$ cat config.mk
export PLATFORM = sky130hd
export DESIGN_NAME = pin_array_top
export DESIGN_NICKNAME = d
export VERILOG_FILES = /design/src/hdl/pin_pkg.sv /design/src/hdl/pin_bus_if.sv /design/src/hdl/bus_decoder.sv /design/src/hdl/pin_channel.sv /design/src/hdl/read_return_mux.sv /design/src/hdl/pin_array_top.sv
export VERILOG_INCLUDE_DIRS = /design/src /design/src/hdl
export SDC_FILE = /design/constraint.sdc
export NUM_CORES = 2
export LEC_CHECK = 0
export ABC_AREA = 1
export BUFFER_PORTS_ARGS = -buffer_cell sky130_fd_sc_hd__buf_2
export CORE_ASPECT_RATIO = 0.9
export CORE_UTILIZATION = 45
export DETAILED_ROUTE_END_ITERATION = 10
export PLACE_DENSITY_LB_ADDON = 0.2
export SYNTH_ARGS = -nofsm -noshare
export SYNTH_HDL_FRONTEND = slang
export SYNTH_SLANG_ARGS = --single-unit
export TNS_END_PERCENT = 100
$ cat constraint.sdc
create_clock -name clk -period 6.59 [get_ports clk]
set_input_delay 0.3295 -clock clk [delete_from_list [all_inputs] [get_ports clk]]
set_output_delay 0.3295 -clock clk [all_outputs]
set_load 0.03 [all_outputs]
$ cat src/hdl/pin_macros.svh
`ifndef PIN_MACROS_SVH
`define PIN_MACROS_SVH

// number of pin channels in the array.
`define PIN_COUNT 4

// host data and register width.
`define DATA_W 16
`define ADDR_W 19

// address field that selects a channel.
`define POS_HI 15
`define POS_LO 8
`define POS_W (`POS_HI - `POS_LO + 1)

`endif

$ cat src/hdl/pin_pkg.sv
`default_nettype none

`include "pin_macros.svh"

package pin_pkg;

  // one-hot channel states.
  typedef enum logic [4:0] {
    st_idle         = 5'b00001,
    st_high         = 5'b00010,
    st_low          = 5'b00100,
    st_input_stream = 5'b01000,
    st_const_level  = 5'b10000
  } pin_state_e;

  // command codes written to the local command register.
  // write_pin and local_start are reserved and ignored.
  typedef enum logic [`DATA_W-1:0] {
    cmd_none         = 16'd0,
    cmd_start_output = 16'd1,
    cmd_write_pin    = 16'd2,
    cmd_input_stream = 16'd3,
    cmd_local_start  = 16'd4,
    cmd_reset        = 16'd5,
    cmd_const_level  = 16'd6
  } pin_cmd_e;

  // byte offsets inside a channel window.
  typedef enum logic [`POS_LO-1:0] {
    reg_duty        = 8'd1,
    reg_anti_duty   = 8'd2,
    reg_cycles      = 8'd3,
    reg_run_inf     = 8'd4,
    reg_local_cmd   = 8'd5,
    reg_sample_rate = 8'd6,
    reg_sample_reg  = 8'd7,
    reg_sample_cnt  = 8'd8,
    reg_status      = 8'd9
  } reg_offset_e;

endpackage

`default_nettype wire

$ cat src/hdl/pin_bus_if.sv
`timescale 1ns/1ps
`default_nettype none

`include "pin_macros.svh"

// one host access as seen by a single channel.
interface pin_bus_if;

  logic                enable;
  logic [`ADDR_W-1:0]  addr;
  logic [`DATA_W-1:0]  data_in;
  logic                data_wr;
  logic                data_rd;
  // address hit for this channel, or a global write.
  logic                sel;

  modport source (
    output enable, addr, data_in, data_wr, data_rd, sel
  );

  modport sink (
    input enable, addr, data_in, data_wr, data_rd, sel
  );

endinterface

`default_nettype wire

$ cat src/hdl/bus_decoder.sv
`timescale 1ns/1ps
`default_nettype none

`include "pin_macros.svh"

module bus_decoder
  import pin_pkg::*;
(
  input  wire logic                clk,
  input  wire logic                reset,
  input  wire logic                enable,
  input  wire logic [`ADDR_W-1:0]  addr,
  input  wire logic [`DATA_W-1:0]  data_in,
  input  wire logic                data_wr,
  input  wire logic                data_rd,
  pin_bus_if.source                chan_bus [`PIN_COUNT],
  output logic      [`POS_W-1:0]   read_pos
);

  logic [`POS_W-1:0]  pos;
  logic               global_wr;
  logic [`ADDR_W-1:0] chan_addr;

  assign pos       = addr[`POS_HI:`POS_LO];
  assign global_wr = data_wr && (addr == '0);

  // a global write lands on every channel as a local command write.
  assign chan_addr = global_wr ? `ADDR_W'(reg_local_cmd) : addr;

  for (genvar i = 0; i < `PIN_COUNT; i++) begin : g_chan
    assign chan_bus[i].enable  = enable;
    assign chan_bus[i].addr    = chan_addr;
    assign chan_bus[i].data_in = data_in;
    assign chan_bus[i].data_wr = data_wr;
    assign chan_bus[i].data_rd = data_rd;
    // channel i sits at position i+1.
    assign chan_bus[i].sel     = global_wr || (pos == `POS_W'(i + 1));
  end

  // remember which position was read so the return mux can pick it.
  always_ff @(posedge clk) begin
    if (reset) begin
      read_pos <= '0;
    end else if (enable && data_rd) begin
      read_pos <= pos;
    end else begin
      read_pos <= '0;
    end
  end

endmodule

`default_nettype wire

$ cat src/hdl/pin_channel.sv
`timescale 1ns/1ps
`default_nettype none

`include "pin_macros.svh"

module pin_channel
  import pin_pkg::*;
(
  input  wire logic               clk,
  input  wire logic               reset,
  pin_bus_if.sink                 bus,
  input  wire logic [`POS_W-1:0]  position,
  input  wire logic               pin_in,
  output logic      [`DATA_W-1:0] rd_data,
  output logic                    pin_out,
  output logic                    pin_oe
);

  // configuration registers.
  pin_cmd_e           command;
  logic [`DATA_W-1:0] duty_cycle;
  logic [`DATA_W-1:0] anti_duty_cycle;
  logic [`DATA_W-1:0] cycles;
  logic [`DATA_W-1:0] run_inf;
  logic [`DATA_W-1:0] sample_rate;

  // down-counters.
  logic [`DATA_W-1:0] cnt_duty;
  logic [`DATA_W-1:0] cnt_anti_duty;
  logic [`DATA_W-1:0] cnt_cycles;
  logic [`DATA_W-1:0] cnt_sample;

  logic               sample_reg;
  logic [`DATA_W-1:0] sample_cnt;

  pin_state_e         state;
  pin_state_e         next_state;

  // fsm controls.
  logic load_duty;
  logic dec_duty;
  logic load_anti;
  logic dec_anti;
  logic load_cycles;
  logic dec_cycles;
  logic load_sample;
  logic dec_sample;
  logic take_sample;
  logic clear_cmd;

  reg_offset_e offset;
  logic        wr_hit;
  logic        rd_hit;

  assign offset = reg_offset_e'(bus.addr[`POS_LO-1:0]);
  assign wr_hit = bus.enable && bus.sel && bus.data_wr;
  assign rd_hit = bus.enable && bus.sel && bus.data_rd;

  // register file; a host write wins over the fsm clearing the command.
  always_ff @(posedge clk) begin
    if (reset) begin
      command         <= cmd_none;
      duty_cycle      <= '0;
      anti_duty_cycle <= '0;
      cycles          <= '0;
      run_inf         <= '0;
      sample_rate     <= '0;
    end else begin
      if (clear_cmd) begin
        command <= cmd_none;
      end
      if (wr_hit) begin
        case (offset)
          reg_local_cmd:   command         <= pin_cmd_e'(bus.data_in);
          reg_duty:        duty_cycle      <= bus.data_in;
          reg_anti_duty:   anti_duty_cycle <= bus.data_in;
          reg_cycles:      cycles          <= bus.data_in;
          reg_run_inf:     run_inf         <= bus.data_in;
          reg_sample_rate: sample_rate     <= bus.data_in;
          default: ;
        endcase
      end
    end
  end

  always_ff @(posedge clk) begin
    if (load_duty) begin
      cnt_duty <= duty_cycle;
    end else if (dec_duty) begin
      cnt_duty <= cnt_duty - 1'b1;
    end

    if (load_anti) begin
      cnt_anti_duty <= anti_duty_cycle;
    end else if (dec_anti) begin
      cnt_anti_duty <= cnt_anti_duty - 1'b1;
    end

    // the period count is frozen while running forever.
    if (load_cycles) begin
      cnt_cycles <= cycles;
    end else if (dec_cycles && (run_inf == '0)) begin
      cnt_cycles <= cnt_cycles - 1'b1;
    end

    if (load_sample) begin
      cnt_sample <= sample_rate;
    end else if (dec_sample) begin
      cnt_sample <= cnt_sample - 1'b1;
    end
  end

  always_ff @(posedge clk) begin
    if (reset) begin
      sample_reg <= 1'b0;
      sample_cnt <= '0;
    end else if (take_sample) begin
      sample_reg <= pin_in;
      sample_cnt <= sample_cnt + 1'b1;
    end
  end

  always_ff @(posedge clk) begin
    if (reset) begin
      state <= st_idle;
    end else begin
      state <= next_state;
    end
  end

  always_comb begin
    next_state  = state;
    load_duty   = 1'b0;
    dec_duty    = 1'b0;
    load_anti   = 1'b0;
    dec_anti    = 1'b0;
    load_cycles = 1'b0;
    dec_cycles  = 1'b0;
    load_sample = 1'b0;
    dec_sample  = 1'b0;
    take_sample = 1'b0;
    clear_cmd   = 1'b0;
    case (state)
      st_idle: begin
        // keep all counters armed while waiting.
        load_duty   = 1'b1;
        load_anti   = 1'b1;
        load_cycles = 1'b1;
        load_sample = 1'b1;
        case (command)
          cmd_start_output: begin
            next_state = st_high;
            clear_cmd  = 1'b1;
          end
          cmd_input_stream: begin
            next_state = st_input_stream;
            clear_cmd  = 1'b1;
          end
          cmd_const_level: begin
            next_state = st_const_level;
            clear_cmd  = 1'b1;
          end
          default: ;
        endcase
      end
      st_high: begin
        if (command == cmd_reset) begin
          next_state = st_idle;
          clear_cmd  = 1'b1;
        end else if (cnt_duty <= `DATA_W'(1)) begin
          next_state = st_low;
          load_duty  = 1'b1;
        end else begin
          dec_duty = 1'b1;
        end
      end
      st_low: begin
        if (command == cmd_reset) begin
          next_state = st_idle;
          clear_cmd  = 1'b1;
        end else if (cnt_anti_duty <= `DATA_W'(1)) begin
          // end of one period.
          load_anti  = 1'b1;
          dec_cycles = 1'b1;
          if ((run_inf == '0) && (cnt_cycles <= `DATA_W'(1))) begin
            next_state = st_idle;
          end else begin
            next_state = st_high;
          end
        end else begin
          dec_anti = 1'b1;
        end
      end
      st_input_stream: begin
        if (cnt_sample <= `DATA_W'(1)) begin
          take_sample = 1'b1;
          load_sample = 1'b1;
        end else begin
          dec_sample = 1'b1;
        end
        if (command == cmd_reset) begin
          next_state = st_idle;
          clear_cmd  = 1'b1;
        end
      end
      st_const_level: begin
        if (command == cmd_reset) begin
          next_state = st_idle;
          clear_cmd  = 1'b1;
        end
      end
      default: begin
        next_state = st_idle;
      end
    endcase
  end

  // pin drive follows the state one clock later.
  always_ff @(posedge clk) begin
    if (reset) begin
      pin_out <= 1'b0;
      pin_oe  <= 1'b0;
    end else begin
      pin_oe  <= (state == st_high) || (state == st_low) || (state == st_const_level);
      pin_out <= (state == st_high) ||
                 ((state == st_const_level) && (duty_cycle != '0));
    end
  end

  // read word; unselected channels return zero.
  always_ff @(posedge clk) begin
    if (reset) begin
      rd_data <= '0;
    end else if (rd_hit) begin
      case (offset)
        reg_sample_reg: rd_data <= `DATA_W'(sample_reg);
        reg_sample_cnt: rd_data <= sample_cnt;
        reg_status:     rd_data <= `DATA_W'(position);
        default:        rd_data <= '0;
      endcase
    end else begin
      rd_data <= '0;
    end
  end

endmodule

`default_nettype wire

$ cat src/hdl/read_return_mux.sv
`timescale 1ns/1ps
`default_nettype none

`include "pin_macros.svh"

module read_return_mux (
  input  wire logic [`POS_W-1:0]  read_pos,
  input  wire logic [`DATA_W-1:0] chan_rd_data [`PIN_COUNT],
  output logic      [`DATA_W-1:0] data_out
);

  // channel i answers at position i+1.
  // position 0 and anything past the last channel read as zero.
  always_comb begin
    data_out = '0;
    for (int i = 0; i < `PIN_COUNT; i++) begin
      if (read_pos == `POS_W'(i + 1)) begin
        data_out = chan_rd_data[i];
      end
    end
  end

endmodule

`default_nettype wire

$ cat src/hdl/pin_array_top.sv
`timescale 1ns/1ps
`default_nettype none

`include "pin_macros.svh"

module pin_array_top (
  input  wire logic                  clk,
  input  wire logic                  reset,
  input  wire logic                  enable,
  input  wire logic [`ADDR_W-1:0]    addr,
  input  wire logic [`DATA_W-1:0]    data_in,
  input  wire logic                  data_wr,
  input  wire logic                  data_rd,
  output logic      [`DATA_W-1:0]    data_out,
  input  wire logic [`PIN_COUNT-1:0] pin_in,
  output logic      [`PIN_COUNT-1:0] pin_out,
  output logic      [`PIN_COUNT-1:0] pin_oe
);

  pin_bus_if chan_bus [`PIN_COUNT] ();

  logic [`POS_W-1:0]  read_pos;
  logic [`DATA_W-1:0] chan_rd_data [`PIN_COUNT];

  bus_decoder decoder_i (
    .clk      (clk),
    .reset    (reset),
    .enable   (enable),
    .addr     (addr),
    .data_in  (data_in),
    .data_wr  (data_wr),
    .data_rd  (data_rd),
    .chan_bus (chan_bus),
    .read_pos (read_pos)
  );

  for (genvar i = 0; i < `PIN_COUNT; i++) begin : g_pin
    pin_channel channel_i (
      .clk      (clk),
      .reset    (reset),
      .bus      (chan_bus[i]),
      .position (`POS_W'(i + 1)),
      .pin_in   (pin_in[i]),
      .rd_data  (chan_rd_data[i]),
      .pin_out  (pin_out[i]),
      .pin_oe   (pin_oe[i])
    );
  end

  read_return_mux return_mux_i (
    .read_pos     (read_pos),
    .chan_rd_data (chan_rd_data),
    .data_out     (data_out)
  );

endmodule

`default_nettype wire

## Word-level counts from Yosys, hierarchy flattened

Cells that the tools add are included.

| storage, ports and cells | value |
|---|---|
| RAM bits | 0 |
| memories | 0 |
| latch bits | 0 |
| output and inout port bits | 24 |
| memory bits (read-only) | 0 |
| input bits | 44 |
| register bits | 808 |

| operators by class | value |
|---|---|
| mux-type cells | 173 |
| equality and inequality tests | 69 |
| div/mod/pow operators | 0 |
| shift-type cells | 0 |
| add/sub/neg operators | 20 |
| reduce and logical (&&, ||, !) cells | 108 |
| multiply operators | 0 |
| $lt $le $gt $ge | 16 |
| bitwise operators | 5 |

Operator list:

| cell | count |
|---|---|
| $mux W16 | 48 |
| $le A16 B1 Y1 const B | 16 |
| $sub A16 B1 Y16 const B | 16 |
| $pmux W16 S3 | 4 |
| $eq A16 B3 Y1 const B | 8 |
| $mux W5 | 20 |
| $pmux W5 S4 | 4 |
| $mux W1 | 72 |
| $add A16 B1 Y16 const B | 4 |
| $eq A16 B1 Y1 const B | 4 |
| $eq A16 B2 Y1 const B | 4 |
| $logic_not A16 Y1 | 4 |
| $reduce_bool A16 Y1 | 4 |
| $pmux W5 S3 | 4 |
| $eq A8 B2 Y1 const B | 6 |
| $eq A8 B3 Y1 const B | 6 |
| $reduce_and A2 Y1 | 20 |
| $pmux W1 S2 | 16 |
| $reduce_bool A2 Y1 | 16 |
| $logic_and A1 B1 Y1 | 26 |
| $eq A8 B1 Y1 const B | 3 |
| $ne A3 B1 Y1 const B | 8 |
| $eq A5 B1 Y1 const B | 4 |
| $eq A5 B2 Y1 const B | 4 |
| other kinds (15) | 70 |

## Logic depth before layout (Yosys ltp)

| logic depth | value |
|---|---|
| depth in word-level cells | 7 |
| depth in mapped cells | 14 |
| mapped depth without buffers | 12 |

## Hierarchy

From an unflattened synthesis, not the netlist that was laid out.

| second synthesis, totals | value |
|---|---|
| cells, all modules | 5223 |
| area total of the unflattened synthesis | 40910.5 µm² |

By module, submodules not included:

| module | sequential area each (µm²) | area each (µm²) | cells each | instances |
|---|---|---|---|---|
| pin_channel (g_pin[0].channel_i ...) | 4644.5 | 9739.3 | 1236 | 2 |
| pin_channel (g_pin[3].channel_i) | 4644.5 | 9684.3 | 1197 | 1 |
| pin_channel (g_pin[2].channel_i) | 4644.5 | 9654.3 | 1224 | 1 |
| bus_decoder | 160.2 | 1456.4 | 206 | 1 |
| read_return_mux | 0.0 | 629.4 | 122 | 1 |
| pin_array_top | 0.0 | 7.5 | 2 | 1 |

## Least setup slack after synthesis

Ideal clock, no wire load.

| path | value |
|---|---|
| kind | reg2reg |
| from | register g_pin[2].channel_i.cnt_anti_duty[0] |
| to | register g_pin[2].channel_i.cnt_cycles[0] (enable) |
| data arrival time | 2333 ps |
| buffers on the path | 1 |
| cell stages (with the launch flop) | 10 |
| data required time | 6202 ps |
| setup time | 388 ps |
| clock period less this slack | 2722 ps |
| path slack | 3868 ps |
| path through | edfxtp_1 inv_1 ha_1 o21ai_0 nor2_1 nand2_1 o31ai_1 clkbuf_1 inv_1 nor2_1 |

| between the ends | value |
|---|---|
| cells in the longest elaborated chain, start to end | 6 |

Ends and longest elaborated chain:

| item | line | text |
|---|---|---|
| from (decl) | pin_channel.sv:29 | `` logic [`DATA_W-1:0] cnt_anti_duty; `` |
| from (signal assigned) | pin_channel.sv:94 | `cnt_anti_duty <= anti_duty_cycle;` |
| from (signal assigned) | pin_channel.sv:96 | `cnt_anti_duty <= cnt_anti_duty - 1'b1;` |
| $le A16 B1 Y1 | pin_channel.sv:181 | `` end else if (cnt_anti_duty <= `DATA_W'(1)) begin `` |
| $mux W1 | pin_channel.sv:181 |  |
| $mux W1 | pin_channel.sv:178 | `if (command == cmd_reset) begin` |
| $mux W1 | pin_channel.sv:143 | `case (state)` |
| $logic_and A1 B1 Y1 | pin_channel.sv:102 | `end else if (dec_cycles && (run_inf == '0)) begin` |
| $reduce_bool A2 Y1 (no source line) | -- |  |
| to (signal assigned) | pin_channel.sv:101 | `cnt_cycles <= cycles;` |
| to (signal assigned) | pin_channel.sv:103 | `cnt_cycles <= cnt_cycles - 1'b1;` |
| to (decl) | pin_channel.sv:30 | `` logic [`DATA_W-1:0] cnt_cycles; `` |

Every way passes these cells.
A chain may end at the register's enable or synchronous reset.

## Worst setup path in the final report

| path | value |
|---|---|
| from | register g_pin[2].channel_i.state[1] |
| to | register g_pin[2].channel_i.cnt_duty[11] (enable) |

| between the ends | value |
|---|---|
| cells in the longest elaborated chain, start to end | 3 |
| elaborated cells between the ends (all ways) | 5 |

Ends and longest elaborated chain:

| item | line | text |
|---|---|---|
| from (decl) | pin_channel.sv:36 | `pin_state_e state;` |
| from (signal assigned) | pin_channel.sv:125 | `state <= st_idle;` |
| from (signal assigned) | pin_channel.sv:127 | `state <= next_state;` |
| $eq A5 B2 Y1 or $eq A5 B1 Y1 (tied branches) | pin_channel.sv:143 |  |
| $pmux W1 S2 or $mux W1 (tied branches) | pin_channel.sv:143 |  |
| $reduce_bool A2 Y1 (no source line) (*) | -- |  |
| to (signal assigned) | pin_channel.sv:88 | `cnt_duty <= duty_cycle;` |
| to (signal assigned) | pin_channel.sv:90 | `cnt_duty <= cnt_duty - 1'b1;` |
| to (decl) | pin_channel.sv:28 | `` logic [`DATA_W-1:0] cnt_duty; `` |

Mark *: on every way between the ends. The rest lies on a longest branch, timed or not.

==> results.md <==
- Worst hold path class: in -> reg
- Sw Pwr: 6.18 mW
- Final setup TNS: 0 ns
- Synth Register Bits: 808
- Post-synth EDFFs: between 200 and 300
- Final HPWL DP: around 64 mm
- Final wirelength: between 100 and 150 mm
- Sequential share of power: between 40 and 50%
- Switch share: between 30% and 40%
- Synth Cell Area: ~38000 sq um
- Max Fclk: approximately 0.23 GHz
- Setup crit start kind: flop
- Worst hold stages: 3
- Worst setup startpoint: g_pin[2].channel_i.state[1]$_SDFFE_PP0P_
- Reg-to-reg slack, setup: approximately 2.2 ns
- Core ar.: ~83000 sq um
- Max VDD drop: 0.237 mV
- Clk Latency, worst-skew pair: between 0.6 and 0.7 ns
- ANT cells: 0
- Nets@finish: about 5000
- CP max FO: 27
- Mean Syn Cell Area: between 7 and 8 sq um
- Drt drc: 0
- Sinks on Clock Net: 808
- Row Count: 100
- Tot GR Track Use: a little under a quarter
- Actual slew at the worst max-slew pin: between 1 and 1.5 ns
- Worst-path clk slew: 0.06 ns
- Most common cell in the netlist: nand2_1
- Share of cells above drive strength 1: under 10%
- Die ar.: around 85000 sq um
- Final Max Tran Viols: 0
- Filler cells: approximately 8000
- R2R Path Start: g_pin[2].channel_i.state[1]$_SDFFE_PP0P_
- Status: completed
- Critical Path AT: 4.63 ns
- Worst Hold End: g_pin[1].channel_i.rd_data[0]$_SDFF_PP0_
- Routed Antenna Nets: 0
- Clock skew: around 0.028 ns
- Synth warn: 0
- Clock root buffer: clkbuf_16
- Reg2reg path depth: 7
- Vias per cell: between 5 and 6
- Fin crit share: roughly two thirds
- Gpl congestion: between 0.8 and 0.9
- Seq/Total Area, Yosys: between 40 and 50%
- Clock Tree Buf Depth: 3
- First-pass GRT wire length: 159 mm
- 1st-iter DRT viols: ~2600
- IO buf count: 67
- Post-synth net total: about 5000
- Final hold violations: 0
- Final total power: 17.4 mW
- Initial antenna violation count: 2
- Final setup fails: 0
- Fin crit period: between 4 and 5 ns
- Die H: between 200 and 300 microns
- Initial Util: a little under half
- Netlist cell types: 48
- Num CTS Buffers: between 80 and 90
- Gr ovfl total: 0
- Clock share of power: 29.6%
- I/O pins: ~70
- Yosys top cell area share: between 20 and 30%
- Hold WS: roughly 0.047 ns
- Unrepaired setup endpoints after global routing: no
- Setup crit end kind: flop
- CTS tree: built
- Pin count of the biggest net entering global routing: approximately 260
- Lkg Pwr: 16.5 nW
- Max-cap violations: 0
- Slew headroom: between 20% and 30%
- Main synth FF type: dfxtp_1
- Combinational power share: 29.7%
- Top cells by area, synth: dfxtp_1 (29%), edfxtp_1 (20%), nand2_1 (9.5%)
- Hold Path Origin: addr[1]
- CP Data Required Time: just under 7 ns
- Pwr Density: between 400 and 500 nW/um^2
- Reg-to-reg endpoint: g_pin[2].channel_i.cnt_duty[11]$_DFFE_PP_
- Number of global-route vias before repair: ~29000
- Vias post-DR: 31645
- Crit path kind: reg -> reg
- Area leader, netlist: dfxtp_1
- Die Wd: 308 microns
- Async SR Flop Fraction: 0%
- DR WL/cell: ~16 microns
- CTS resizes: 0
- Pint: 11.2 mW
- H-tree Lvls: 3
- TritonRoute pass-1 iters: 7
- Cells after synthesis: roughly 5000
- Area grow syn2layout: 11.0%
- Commonest cells in the netlist: nand2_1 (956), nor2_1 (938), dfxtp_1 (552)
-- timing repair --
action,in CTS,in global routing
endpoints found under the hold margin,12,0
hold buffers,12,0
buffers inserted,0,0
endpoints found under the setup margin,0,0
-- final cells by class --
| cell class | instances | area [sq um] | area share (%) |
|---|---|---|---|
| timing repair buffer | 103 | 651 | 1.55 |
| multi-input combinational | 3530 | 16700 | 39.8 |
| sequential | 808 | 18700 | 44.5 |
| clock inverter | 32 | 364 | 0.866 |
| clock buffer | 131 | 2650 | 6.31 |
| tap | 1122 | 1400 | 3.34 |
| inverter | 403 | 1520 | 3.61 |
-- power groups by stage --
stage,registers (mW),logic (mW),clock network (mW)
2_1_floorplan,6.99,4.07,0
3_3_place_gp,7.15,5.09,0
3_5_place_dp,7.16,5.15,0
4_1_cts,7.07,5.19,5.24
5_1_grt,7.19,5.93,5.45
6_report,7.08,5.18,5.15
-- per-stage QoR --
step	cell area, sq um	util, %	instances	setup slack (ns)
floorplan	37900	-	4962	3.87
global placement	38900	46.9	5954	2.33
global route	42100	50.6	6129	1.78
detailed placement	38900	46.9	5954	2.28
CTS	42100	50.6	6129	2.26
finish	42100	50.6	6129	2.23
-- layer usage --
metal / wire length (microns) / GRT usage (%)
met5: 0 / 0
met1: 49800 / 34.9
met2: 42900 / 35.0
met4: 2010 / 5.41
met3: 5760 / 3.51
-- cell usage in the layout, fill, tap and decap left out, types with 4 or more instances in the layout --
cell / synthesis / routed
edfxtp_1: 256 / 256
buf_4: 24 / 24
nand2_2: 9 / 9
bufinv_16: 0 / 7
nand4_1: 69 / 69
inv_1: 389 / 388
a21oi_1: 264 / 263
xnor2_1: 85 / 85
or2_2: 15 / 15
nand3_1: 220 / 220
nor2_4: 4 / 4
inv_2: 13 / 13
nor3_1: 123 / 122
a211oi_1: 7 / 7
nor2_2: 9 / 12
clkinv_1: 1 / 4
nor2_1: 938 / 935
inv_6: 0 / 4
dfxtp_1: 552 / 552
clkbuf_16: 0 / 96
o21ai_0: 529 / 527
nor3b_1: 10 / 10
xor2_1: 109 / 109
o21ai_1: 44 / 46
buf_2: 25 / 66
clkbuf_8: 0 / 12
dlygate4sd3_1: 0 / 12
clkinv_2: 0 / 15
nand3b_1: 6 / 6
ha_1: 36 / 36
o21bai_1: 6 / 6
nand2_1: 956 / 956
clkbuf_1: 164 / 23
a22oi_1: 8 / 8
nor4_1: 30 / 30
a31oi_1: 30 / 30
-- worst max-delay path, cell delays in order, from the launching register on --
cell	delay (ns)
dfxtp_1	0.32
inv_1	0.07
nand2_1	0.06
nor3_2	0.84
clkinv_1	0.92
nand2_1	0.88
inv_1	0.29
nand2_1	0.59
-- kinds of logic (layout without fill, tap and decap cells) --
kind of cell / Yosys count / after routing / share of synthesized area (%)
AO/OA/AOI/OAI: 901 / 901 / 12.3
AND/OR/NAND/NOR: 2399 / 2399 / 26.1
flip-flops: 808 / 808 / 49.4
buffers and inverters: 624 / 669 / 6.53
XOR/XNOR: 194 / 194 / 4.48
adder cells (fa/ha/maj): 36 / 36 / 1.19
-- worst max-delay path by stage --
stage | end | slack, ns | cells after the start
2_1_floorplan | g_pin[2].channel_i.cnt_cycles[0]$_DFFE_PP_ | 3.87 | 9
3_3_place_gp | g_pin[2].channel_i.cnt_duty[8]$_DFFE_PP_ | 2.33 | 7
3_5_place_dp | g_pin[2].channel_i.cnt_duty[7]$_DFFE_PP_ | 2.28 | 7
4_1_cts | g_pin[2].channel_i.cnt_duty[1]$_DFFE_PP_ | 2.26 | 7
5_1_grt | g_pin[2].channel_i.cnt_duty[7]$_DFFE_PP_ | 1.78 | 7
6_report | g_pin[2].channel_i.cnt_duty[11]$_DFFE_PP_ | 2.23 | 7
Note: power is estimated with default switching activity, not from simulation.
